==> src/source/lsuPkg.sv <==
package lsuPkg;

  //////////////////////////////////////////////////////////////////////
  // Widths with a meaning
  //////////////////////////////////////////////////////////////////////

  typedef logic [31:0] wordT;      // Data word, CPU side and bus side
  typedef logic [31:0] addrT;      // Physical byte address
  typedef logic [3:0]  byteMaskT;  // One strobe bit per byte lane
  typedef logic [2:0]  funct3T;    // Size in [1:0], unsigned load in [2]
  typedef logic [1:0]  memRwT;     // Request type from the memory stage
  typedef logic [1:0]  htransT;    // AHB transfer type
  typedef logic [2:0]  hsizeT;     // AHB transfer size

  // Request encodings
  localparam memRwT memNone  = 2'b00;
  localparam memRwT memRead  = 2'b10;
  localparam memRwT memWrite = 2'b01;

  // Access size, low bits of funct3
  localparam logic [1:0] sizeByte = 2'b00;
  localparam logic [1:0] sizeHalf = 2'b01;

  localparam htransT htransIdle   = 2'b00;  // No transfer this cycle
  localparam htransT htransNonseq = 2'b10;  // Single transfer

  localparam int timeoutW = 8;  // Wait counter width

  // Bus controller states
  typedef enum logic [1:0] {
    Idle,  // Waiting for a request, drives the address phase
    Data,  // Data phase, waiting for HREADY
    Done   // One cycle to retire the access
  } busStateT;

  // Reverse byte order of a word in big-endian mode
  function automatic wordT swapBytes(input wordT w, input logic bigEndian);
    wordT swapped;
    swapped = {w[7:0], w[15:8], w[23:16], w[31:24]};
    return bigEndian ? swapped : w;
  endfunction

endpackage

==> src/source/busCtrl.sv <==
module busCtrl (
  input  logic           clk,
  input  logic           rst,
  input  lsuPkg::memRwT  MemRWM,                    // Read/write request
  input  lsuPkg::funct3T Funct3M,                   // Access size
  input  lsuPkg::addrT   IEUAdrM,                   // Request address
  input  logic           LSUHREADY,                 // Slave ready
  input  logic           timedOut,                  // Wait limit reached
  output lsuPkg::addrT   LSUHADDR,
  output lsuPkg::htransT LSUHTRANS,
  output logic           LSUHWRITE,
  output lsuPkg::hsizeT  LSUHSIZE,
  output logic           LSUStallM,                 // Hold the pipeline
  output logic           startXfer,                 // Address phase accepted
  output logic           inData,                    // Data phase in progress
  output logic           captureEn,                 // Grab HRDATA this edge
  output logic           doneCycle,                 // Load completed, update ReadDataW
  output logic           LoadMisalignedFaultM,
  output logic           StoreAmoMisalignedFaultM,
  output logic           LoadAccessFaultM,
  output logic           StoreAmoAccessFaultM
);
  import lsuPkg::*;

  busStateT state, nextState;
  logic     request;      // Any load or store presented
  logic     misaligned;   // Address not a multiple of the size
  logic     goReq;        // Aligned request seen in Idle
  logic     isDone;
  logic     isWrite;      // Transfer in flight is a store
  logic     timeoutSeen;  // Transfer was ended by the wait timer

  //////////////////////////////////////////////////////////////////////
  // Request decode and misalignment
  //////////////////////////////////////////////////////////////////////

  assign request = (MemRWM != memNone);

  always_comb begin
    case (Funct3M[1:0])
      sizeByte: misaligned = 1'b0;                      // Bytes always fit
      sizeHalf: misaligned = IEUAdrM[0];
      default:  misaligned = (IEUAdrM[1:0] != 2'b00);   // Word
    endcase
  end

  assign goReq = (state == Idle) & request & ~misaligned;

  // Misaligned requests fault in place and never reach the bus
  assign LoadMisalignedFaultM     = (state == Idle) & misaligned & (MemRWM == memRead);
  assign StoreAmoMisalignedFaultM = (state == Idle) & misaligned & (MemRWM == memWrite);

  // Address phase straight from the CPU request
  assign LSUHADDR  = IEUAdrM;
  assign LSUHWRITE = (MemRWM == memWrite);
  assign LSUHSIZE  = {1'b0, Funct3M[1:0]};
  assign LSUHTRANS = goReq ? htransNonseq : htransIdle;

  //////////////////////////////////////////////////////////////////////
  // FSM
  //////////////////////////////////////////////////////////////////////

  always_comb begin
    nextState = state;
    case (state)
      Idle:    if (goReq && LSUHREADY) nextState = Data;
      Data:    if (LSUHREADY || timedOut) nextState = Done;  // Ready wins over timeout
      Done:    nextState = Idle;
      default: nextState = Idle;
    endcase
  end

  always_ff @(posedge clk) begin
    if (rst) begin
      state       <= Idle;
      isWrite     <= 1'b0;
      timeoutSeen <= 1'b0;
    end else begin
      state <= nextState;
      if (startXfer) isWrite <= LSUHWRITE;  // Remember direction for Done
      if (inData) timeoutSeen <= ~LSUHREADY & timedOut;
    end
  end

  assign isDone    = (state == Done);
  assign inData    = (state == Data);
  assign startXfer = goReq & LSUHREADY;
  assign LSUStallM = goReq | inData;  // Released in Done
  assign captureEn = inData & LSUHREADY & ~isWrite;
  assign doneCycle = isDone & ~isWrite & ~timeoutSeen;

  // Access faults only for transfers the timer ended
  assign LoadAccessFaultM     = isDone & timeoutSeen & ~isWrite;
  assign StoreAmoAccessFaultM = isDone & timeoutSeen & isWrite;

endmodule

==> src/source/waitTimer.sv <==
module waitTimer #(
  parameter int TimeoutCycles = 20  // Wait cycles allowed before a fault
) (
  input  logic clk,
  input  logic rst,
  input  logic startXfer,   // New transfer, restart the count
  input  logic inData,      // Data phase in progress
  input  logic LSUHREADY,   // Slave ready
  output logic timedOut     // Limit reached
);
  import lsuPkg::*;

  localparam logic [timeoutW-1:0] waitLimit = timeoutW'(TimeoutCycles);

  logic [timeoutW-1:0] waitCount;  // Data phase cycles with HREADY low
  logic                saturated;
  logic                waitCycle;

  assign saturated = (waitCount == '1);     // Never wraps back to zero
  assign waitCycle = inData & ~LSUHREADY;

  //////////////////////////////////////////////////////////////////////
  // Wait counter
  //////////////////////////////////////////////////////////////////////

  always_ff @(posedge clk) begin
    if (rst) begin
      waitCount <= '0;
    end else if (startXfer) begin
      waitCount <= '0;                       // Address phase clears
    end else if (waitCycle && !saturated) begin
      waitCount <= waitCount + 1'b1;
    end
  end

  // Combinational so the FSM can leave Data in the same cycle
  assign timedOut = (waitCount >= waitLimit);

endmodule

==> src/source/storeFormat.sv <==
module storeFormat (
  input  lsuPkg::wordT     WriteDataM,  // Store data from the integer unit
  input  lsuPkg::funct3T   Funct3M,     // Access size
  input  lsuPkg::addrT     IEUAdrM,     // Byte address
  input  logic             BigEndianM,  // Memory is big-endian
  output lsuPkg::wordT     LSUHWDATA,   // Bus write data
  output lsuPkg::byteMaskT LSUHWSTRB    // Bus byte strobes
);
  import lsuPkg::*;

  wordT       replData;  // Subword copied into every lane
  byteMaskT   leMask;    // Strobe in little-endian lane order
  byteMaskT   beMask;    // Same strobe, lanes mirrored
  logic [1:0] offset;    // Byte offset within the word

  assign offset = IEUAdrM[1:0];

  //////////////////////////////////////////////////////////////////////
  // Write data
  //////////////////////////////////////////////////////////////////////

  // Replicate so the subword lands on its lane whatever the offset
  always_comb begin
    case (Funct3M[1:0])
      sizeByte: replData = {4{WriteDataM[7:0]}};
      sizeHalf: replData = {2{WriteDataM[15:0]}};
      default:  replData = WriteDataM;
    endcase
  end

  assign LSUHWDATA = swapBytes(replData, BigEndianM);

  //////////////////////////////////////////////////////////////////////
  // Byte strobes
  //////////////////////////////////////////////////////////////////////

  always_comb begin
    case (Funct3M[1:0])
      sizeByte: leMask = byteMaskT'(4'b0001 << offset);  // One lane
      sizeHalf: leMask = offset[1] ? 4'b1100 : 4'b0011;  // Upper or lower pair
      default:  leMask = 4'b1111;
    endcase
  end

  // Mirror the lanes to follow the swapped data
  assign beMask = {leMask[0], leMask[1], leMask[2], leMask[3]};

  assign LSUHWSTRB = BigEndianM ? beMask : leMask;

endmodule

==> src/source/loadFormat.sv <==
module loadFormat (
  input  logic           clk,
  input  logic           rst,
  input  lsuPkg::wordT   HRDATA,      // Bus read data
  input  logic           captureEn,   // Data phase completes this edge
  input  logic           doneCycle,   // Retire the load this edge
  input  lsuPkg::funct3T Funct3M,     // Size and sign of the load
  input  lsuPkg::addrT   IEUAdrM,     // Byte address
  input  logic           BigEndianM,  // Memory is big-endian
  output lsuPkg::wordT   ReadDataW    // Result to writeback
);
  import lsuPkg::*;

  wordT        busWord;     // HRDATA held past the data phase
  wordT        leWord;      // Word in little-endian byte order
  logic [7:0]  byteSel;     // Addressed byte
  logic [15:0] halfSel;     // Addressed halfword
  logic        byteSign;    // Fill bit for byte loads
  logic        halfSign;    // Fill bit for halfword loads
  wordT        readDataM;   // Extended result, memory stage

  //////////////////////////////////////////////////////////////////////
  // Capture and byte order
  //////////////////////////////////////////////////////////////////////

  always_ff @(posedge clk) begin
    if (captureEn) busWord <= HRDATA;
  end

  assign leWord = swapBytes(busWord, BigEndianM);

  //////////////////////////////////////////////////////////////////////
  // Subword select and extend
  //////////////////////////////////////////////////////////////////////

  always_comb begin
    case (IEUAdrM[1:0])
      2'b00:   byteSel = leWord[7:0];
      2'b01:   byteSel = leWord[15:8];
      2'b10:   byteSel = leWord[23:16];
      default: byteSel = leWord[31:24];
    endcase
  end

  assign halfSel = IEUAdrM[1] ? leWord[31:16] : leWord[15:0];  // Aligned halves only

  // Funct3M[2] set means zero-extend
  assign byteSign = ~Funct3M[2] & byteSel[7];
  assign halfSign = ~Funct3M[2] & halfSel[15];

  always_comb begin
    case (Funct3M[1:0])
      sizeByte: readDataM = {{24{byteSign}}, byteSel};
      sizeHalf: readDataM = {{16{halfSign}}, halfSel};
      default:  readDataM = leWord;
    endcase
  end

  // Writeback register, left alone on stores and timeouts
  always_ff @(posedge clk) begin
    if (rst) begin
      ReadDataW <= '0;
    end else if (doneCycle) begin
      ReadDataW <= readDataM;
    end
  end

endmodule

==> src/source/lsu.sv <==
module lsu #(
  parameter int TimeoutCycles = 20  // Bus wait limit before an access fault
) (
  input  logic             clk,
  input  logic             rst,
  // CPU request, held while stalled
  input  lsuPkg::memRwT    MemRWM,
  input  lsuPkg::funct3T   Funct3M,
  input  lsuPkg::addrT     IEUAdrM,
  input  lsuPkg::wordT     WriteDataM,
  input  logic             BigEndianM,
  output logic             LSUStallM,                 // Transfer in flight
  output lsuPkg::wordT     ReadDataW,                 // Load result
  // Faults
  output logic             LoadMisalignedFaultM,
  output logic             StoreAmoMisalignedFaultM,
  output logic             LoadAccessFaultM,          // Load timed out on the bus
  output logic             StoreAmoAccessFaultM,      // Store timed out on the bus
  // AHB-lite side
  input  lsuPkg::wordT     HRDATA,
  input  logic             LSUHREADY,
  output lsuPkg::addrT     LSUHADDR,
  output lsuPkg::htransT   LSUHTRANS,
  output logic             LSUHWRITE,
  output lsuPkg::hsizeT    LSUHSIZE,
  output lsuPkg::wordT     LSUHWDATA,
  output lsuPkg::byteMaskT LSUHWSTRB
);

  logic startXfer;  // Address phase accepted
  logic inData;     // Data phase in progress
  logic timedOut;   // Wait limit reached
  logic captureEn;  // Load data on the bus this edge
  logic doneCycle;  // Load retires this edge

  //////////////////////////////////////////////////////////////////////
  // Control
  //////////////////////////////////////////////////////////////////////

  busCtrl ctrl (
    .clk, .rst, .MemRWM, .Funct3M, .IEUAdrM, .LSUHREADY, .timedOut,
    .LSUHADDR, .LSUHTRANS, .LSUHWRITE, .LSUHSIZE, .LSUStallM,
    .startXfer, .inData, .captureEn, .doneCycle,
    .LoadMisalignedFaultM, .StoreAmoMisalignedFaultM,
    .LoadAccessFaultM, .StoreAmoAccessFaultM
  );

  waitTimer #(.TimeoutCycles(TimeoutCycles)) timer (
    .clk, .rst, .startXfer, .inData, .LSUHREADY, .timedOut
  );

  //////////////////////////////////////////////////////////////////////
  // Data path
  //////////////////////////////////////////////////////////////////////

  // Store side is combinational, CPU holds the inputs through the data phase
  storeFormat storeFmt (
    .WriteDataM, .Funct3M, .IEUAdrM, .BigEndianM, .LSUHWDATA, .LSUHWSTRB
  );

  loadFormat loadFmt (
    .clk, .rst, .HRDATA, .captureEn, .doneCycle,
    .Funct3M, .IEUAdrM, .BigEndianM, .ReadDataW
  );

endmodule

==> config.mk <==
export PLATFORM = sky130hd
export DESIGN_NAME = lsu
export DESIGN_NICKNAME = d
export VERILOG_FILES = /design/src/source/lsuPkg.sv /design/src/source/busCtrl.sv /design/src/source/waitTimer.sv /design/src/source/storeFormat.sv /design/src/source/loadFormat.sv /design/src/source/lsu.sv
export SDC_FILE = /design/constraint.sdc
export NUM_CORES = 1
export LEC_CHECK = 0
export ABC_CLOCK_PERIOD_IN_PS = 4700
export BUFFER_PORTS_ARGS = -buffer_cell sky130_fd_sc_hd__buf_4
export CORE_MARGIN = 3
export CORE_UTILIZATION = 30
export CTS_BUF_LIST = sky130_fd_sc_hd__clkbuf_16
export CTS_CLUSTER_SIZE = 25
export DETAILED_ROUTE_END_ITERATION = 16
export SYNTH_ARGS = -nofsm -noshare
export SYNTH_HDL_FRONTEND = slang
export SYNTH_SLANG_ARGS = --single-unit
==> constraint.sdc <==
create_clock -name clk -period 4.7 [get_ports clk]
set_input_delay 1.175 -clock clk [delete_from_list [all_inputs] [get_ports clk]]
set_output_delay 1.175 -clock clk [all_outputs]
set_load 0.02 [all_outputs]
==> metrics.txt <==
outcome=finished clean; CORE AREA=14750 µm²; All-Layer GR Usage=17.66%; post-route clock skew=0.008976 ns; commonest cells after routing, fill and taps aside=buf_4, nor2_1, dfxtp_1; wire per inst=19.32 µm; die width=129.7 µm; vias in the first global route=4289; synthesis-stage register bit count=76; layout filler cell count=1454; antenna viol nets, final=0; critical path arrival=2.75 ns; Routed met3 length=1.044 mm; met2 routed WL=7.804 mm; largest net degree at the start of global routing=51; Least-Margin Pin Slew=0.9680 ns; clock-pin slew on the worst setup and hold paths=0.06 ns; clk buf depth=2; total CTS buffers=9; post-synthesis area per instance=8.782 µm²; Synth Flop Type=dfxtp_1; commonest non-fill, non-tap cell in the layout=buf_4; H-Tree Depth=3; diode count=0; CTS resizes=0; RSZ-0062 raised after global routing=false; Iteration-0 DRC Markers=472; Hold Fails Final Rpt=0; Setup TNS=0 ns; Reg2Reg Setup Slack=2.68 ns; TritonCTS clock tree=done; VDD IR max=0.1921 mV; drt total wl=15.61 mm; IO Pins=216; endpoints failing setup=0; f_max=0.2550 GHz; Tcrit/Tclk final=83.45%; YS warnings=0; Compound-Gate Fraction of Synth Area=22.31%; min Tclk post-route=3.922 ns; drt first pass iters=6; Congestion Overflow GR=0; mux share of post-synthesis cell area=8.308%; Core Rows=44; share of layout cells above drive strength 1=33.17%; Area growth syn-to-layout=27.73%; Req. time, crit path=3.52 ns; IO buf count=153; Sinks on Clock Net=76; Synth Area in Adders=0.5448%; Die Footprint=16830 µm²; leakage=2.381 nW; chip height=129.7 µm; Unique masters post-synth=58; Simple-Gate Fraction of Synth Area=17.60%; hold slack final=0.5218 ns; Post-Route M1 WL=6.057 mm; Synth Area in XOR/XNOR=0.7627%; min-delay worst type=reg -> reg; number of setup buffers added after CTS=0; max cap viols=0; CP Capture Type=output port; relative slew slack=35.03%; DRC=0; synthesized cell area=4593 µm²; Pins Over Slew Limit=0; first-pass GRT wire length=23.04 mm; antenna violations before repair=0; nets=726; Seq/Total Area, Yosys=40.10%; kind of critical path=in -> out; ys async rst share=0%; vias post-DR=4462; vias per inst=5.522; top routing layer in use=met4; Cells after Synth=523; CP Max Fanout=24; hold_buf cts=0; Initial Util=31.13%; number of synthesized flops with an enable pin=32; routability cong.=0.8918; largest family of logic cells by synthesized area=compound AO/OA/AOI/OAI gates; CP Launch Type=input port; latest clock arrival within the worst-skew pair=0.34 ns; root buffer cell=clkbuf_16; Pwr per Cell Area=298.7 nW/µm²; Post-DP HPWL=11.90 mm
through the flow:
stage	area, µm²	cells	util [%]	total power [W]	worst slack, ns
2_1_floorplan	4597	524	-	0.0009827	0.6871
3_3_place_gp	5579	792	37.81	0.001108	0.7092
3_5_place_dp	5579	792	37.81	0.001114	0.6888
4_1_cts	5867	808	39.76	0.001765	0.6784
5_1_grt	5867	808	39.76	0.001831	0.6453
6_report	5867	808	39.76	0.001753	0.7778
final timing paths:
path | cells past startpoint | endpoint | from
hold / removal | 2 | timer.waitCount[5]$_SDFFE_PP0P_ | timer.waitCount[5]$_SDFFE_PP0P_
setup reg to reg | 5 | loadFmt.ReadDataW[17]$_SDFFE_PP0P_ | ctrl.state[1]$_SDFFE_PP0P_
setup / recovery | 5 | LSUHWDATA[31] | BigEndianM
hold reg to reg | 2 | timer.waitCount[5]$_SDFFE_PP0P_ | timer.waitCount[5]$_SDFFE_PP0P_
where the power goes:
part | internal (W) | total, W | switching (W)
sequential | 0.000708 | 0.000723 | 0.0000144
combinational | 0.000156 | 0.000377 | 0.000220
clock | 0.000387 | 0.000653 | 0.000266
total | 0.00125 | 0.00175 | 0.000501
per-layer routing:
layer  global-route usage [%]  up-vias
li1                         -     2087
met1                    20.77     2110
met2                    30.03      207
met3                    3.316       58
met4                    10.33        0
met5                        0        -
layout make-up:
type	instances	area, µm²	share of cell area (%)
clock inverter	6	37.54	0.6398
timing repair buffer	159	1194	20.35
inverter	7	26.28	0.4479
clock buffer	10	250.2	4.265
sequential	76	1842	31.39
tap	184	230.2	3.924
multi-input combinational	366	2287	38.98
kinds of logic after synthesis:
family | Yosys count
AO/OA/AOI/OAI | 152
XOR/XNOR | 4
adder cells (fa/ha/maj) | 2
buffers and inverters | 82
flip-flops | 76
multiplexers | 35
other | 1
AND/OR/NAND/NOR | 171
flip-flops by register name, indices dropped and copies added (netlist names):
name	count
ctrl.isWrite	1
timer.waitCount	8
ctrl.state	2
loadFmt.busWord	32
ctrl.timeoutSeen	1
loadFmt.ReadDataW	32
critical path, stage by stage:
cell     delay [ns]
buf_4          0.20
inv_1          0.37
nand2_1        0.46
a22o_1         0.37
buf_4          0.16
synthesized netlist by cell type, types with 3 or more instances:
| master | n | area [µm²] |
|---|---|---|
| o22ai_1 | 9 | 56.30 |
| o211ai_1 | 10 | 75.07 |
| o221ai_1 | 16 | 140.1 |
| o21ai_0 | 24 | 120.1 |
| nor2b_1 | 3 | 18.77 |
| nand2_1 | 28 | 105.1 |
| or3_1 | 6 | 37.54 |
| a22o_1 | 3 | 26.28 |
| edfxtp_1 | 32 | 960.9 |
| a22oi_1 | 7 | 52.55 |
| inv_1 | 6 | 22.52 |
| buf_2 | 12 | 60.06 |
| buf_4 | 40 | 300.3 |
| a21oi_1 | 23 | 115.1 |
| mux2i_1 | 19 | 190.2 |
| o21ai_1 | 12 | 60.06 |
| nor2_1 | 87 | 326.6 |
| nand3_1 | 11 | 55.05 |
| a31oi_1 | 29 | 181.4 |
| o31ai_1 | 8 | 60.06 |
| nor3_1 | 12 | 60.06 |
| and3_1 | 3 | 18.77 |
| dfxtp_1 | 44 | 880.8 |
| mux2_2 | 15 | 168.9 |
| clkbuf_1 | 21 | 78.83 |
Note: power is estimated with default switching activity, not from simulation.
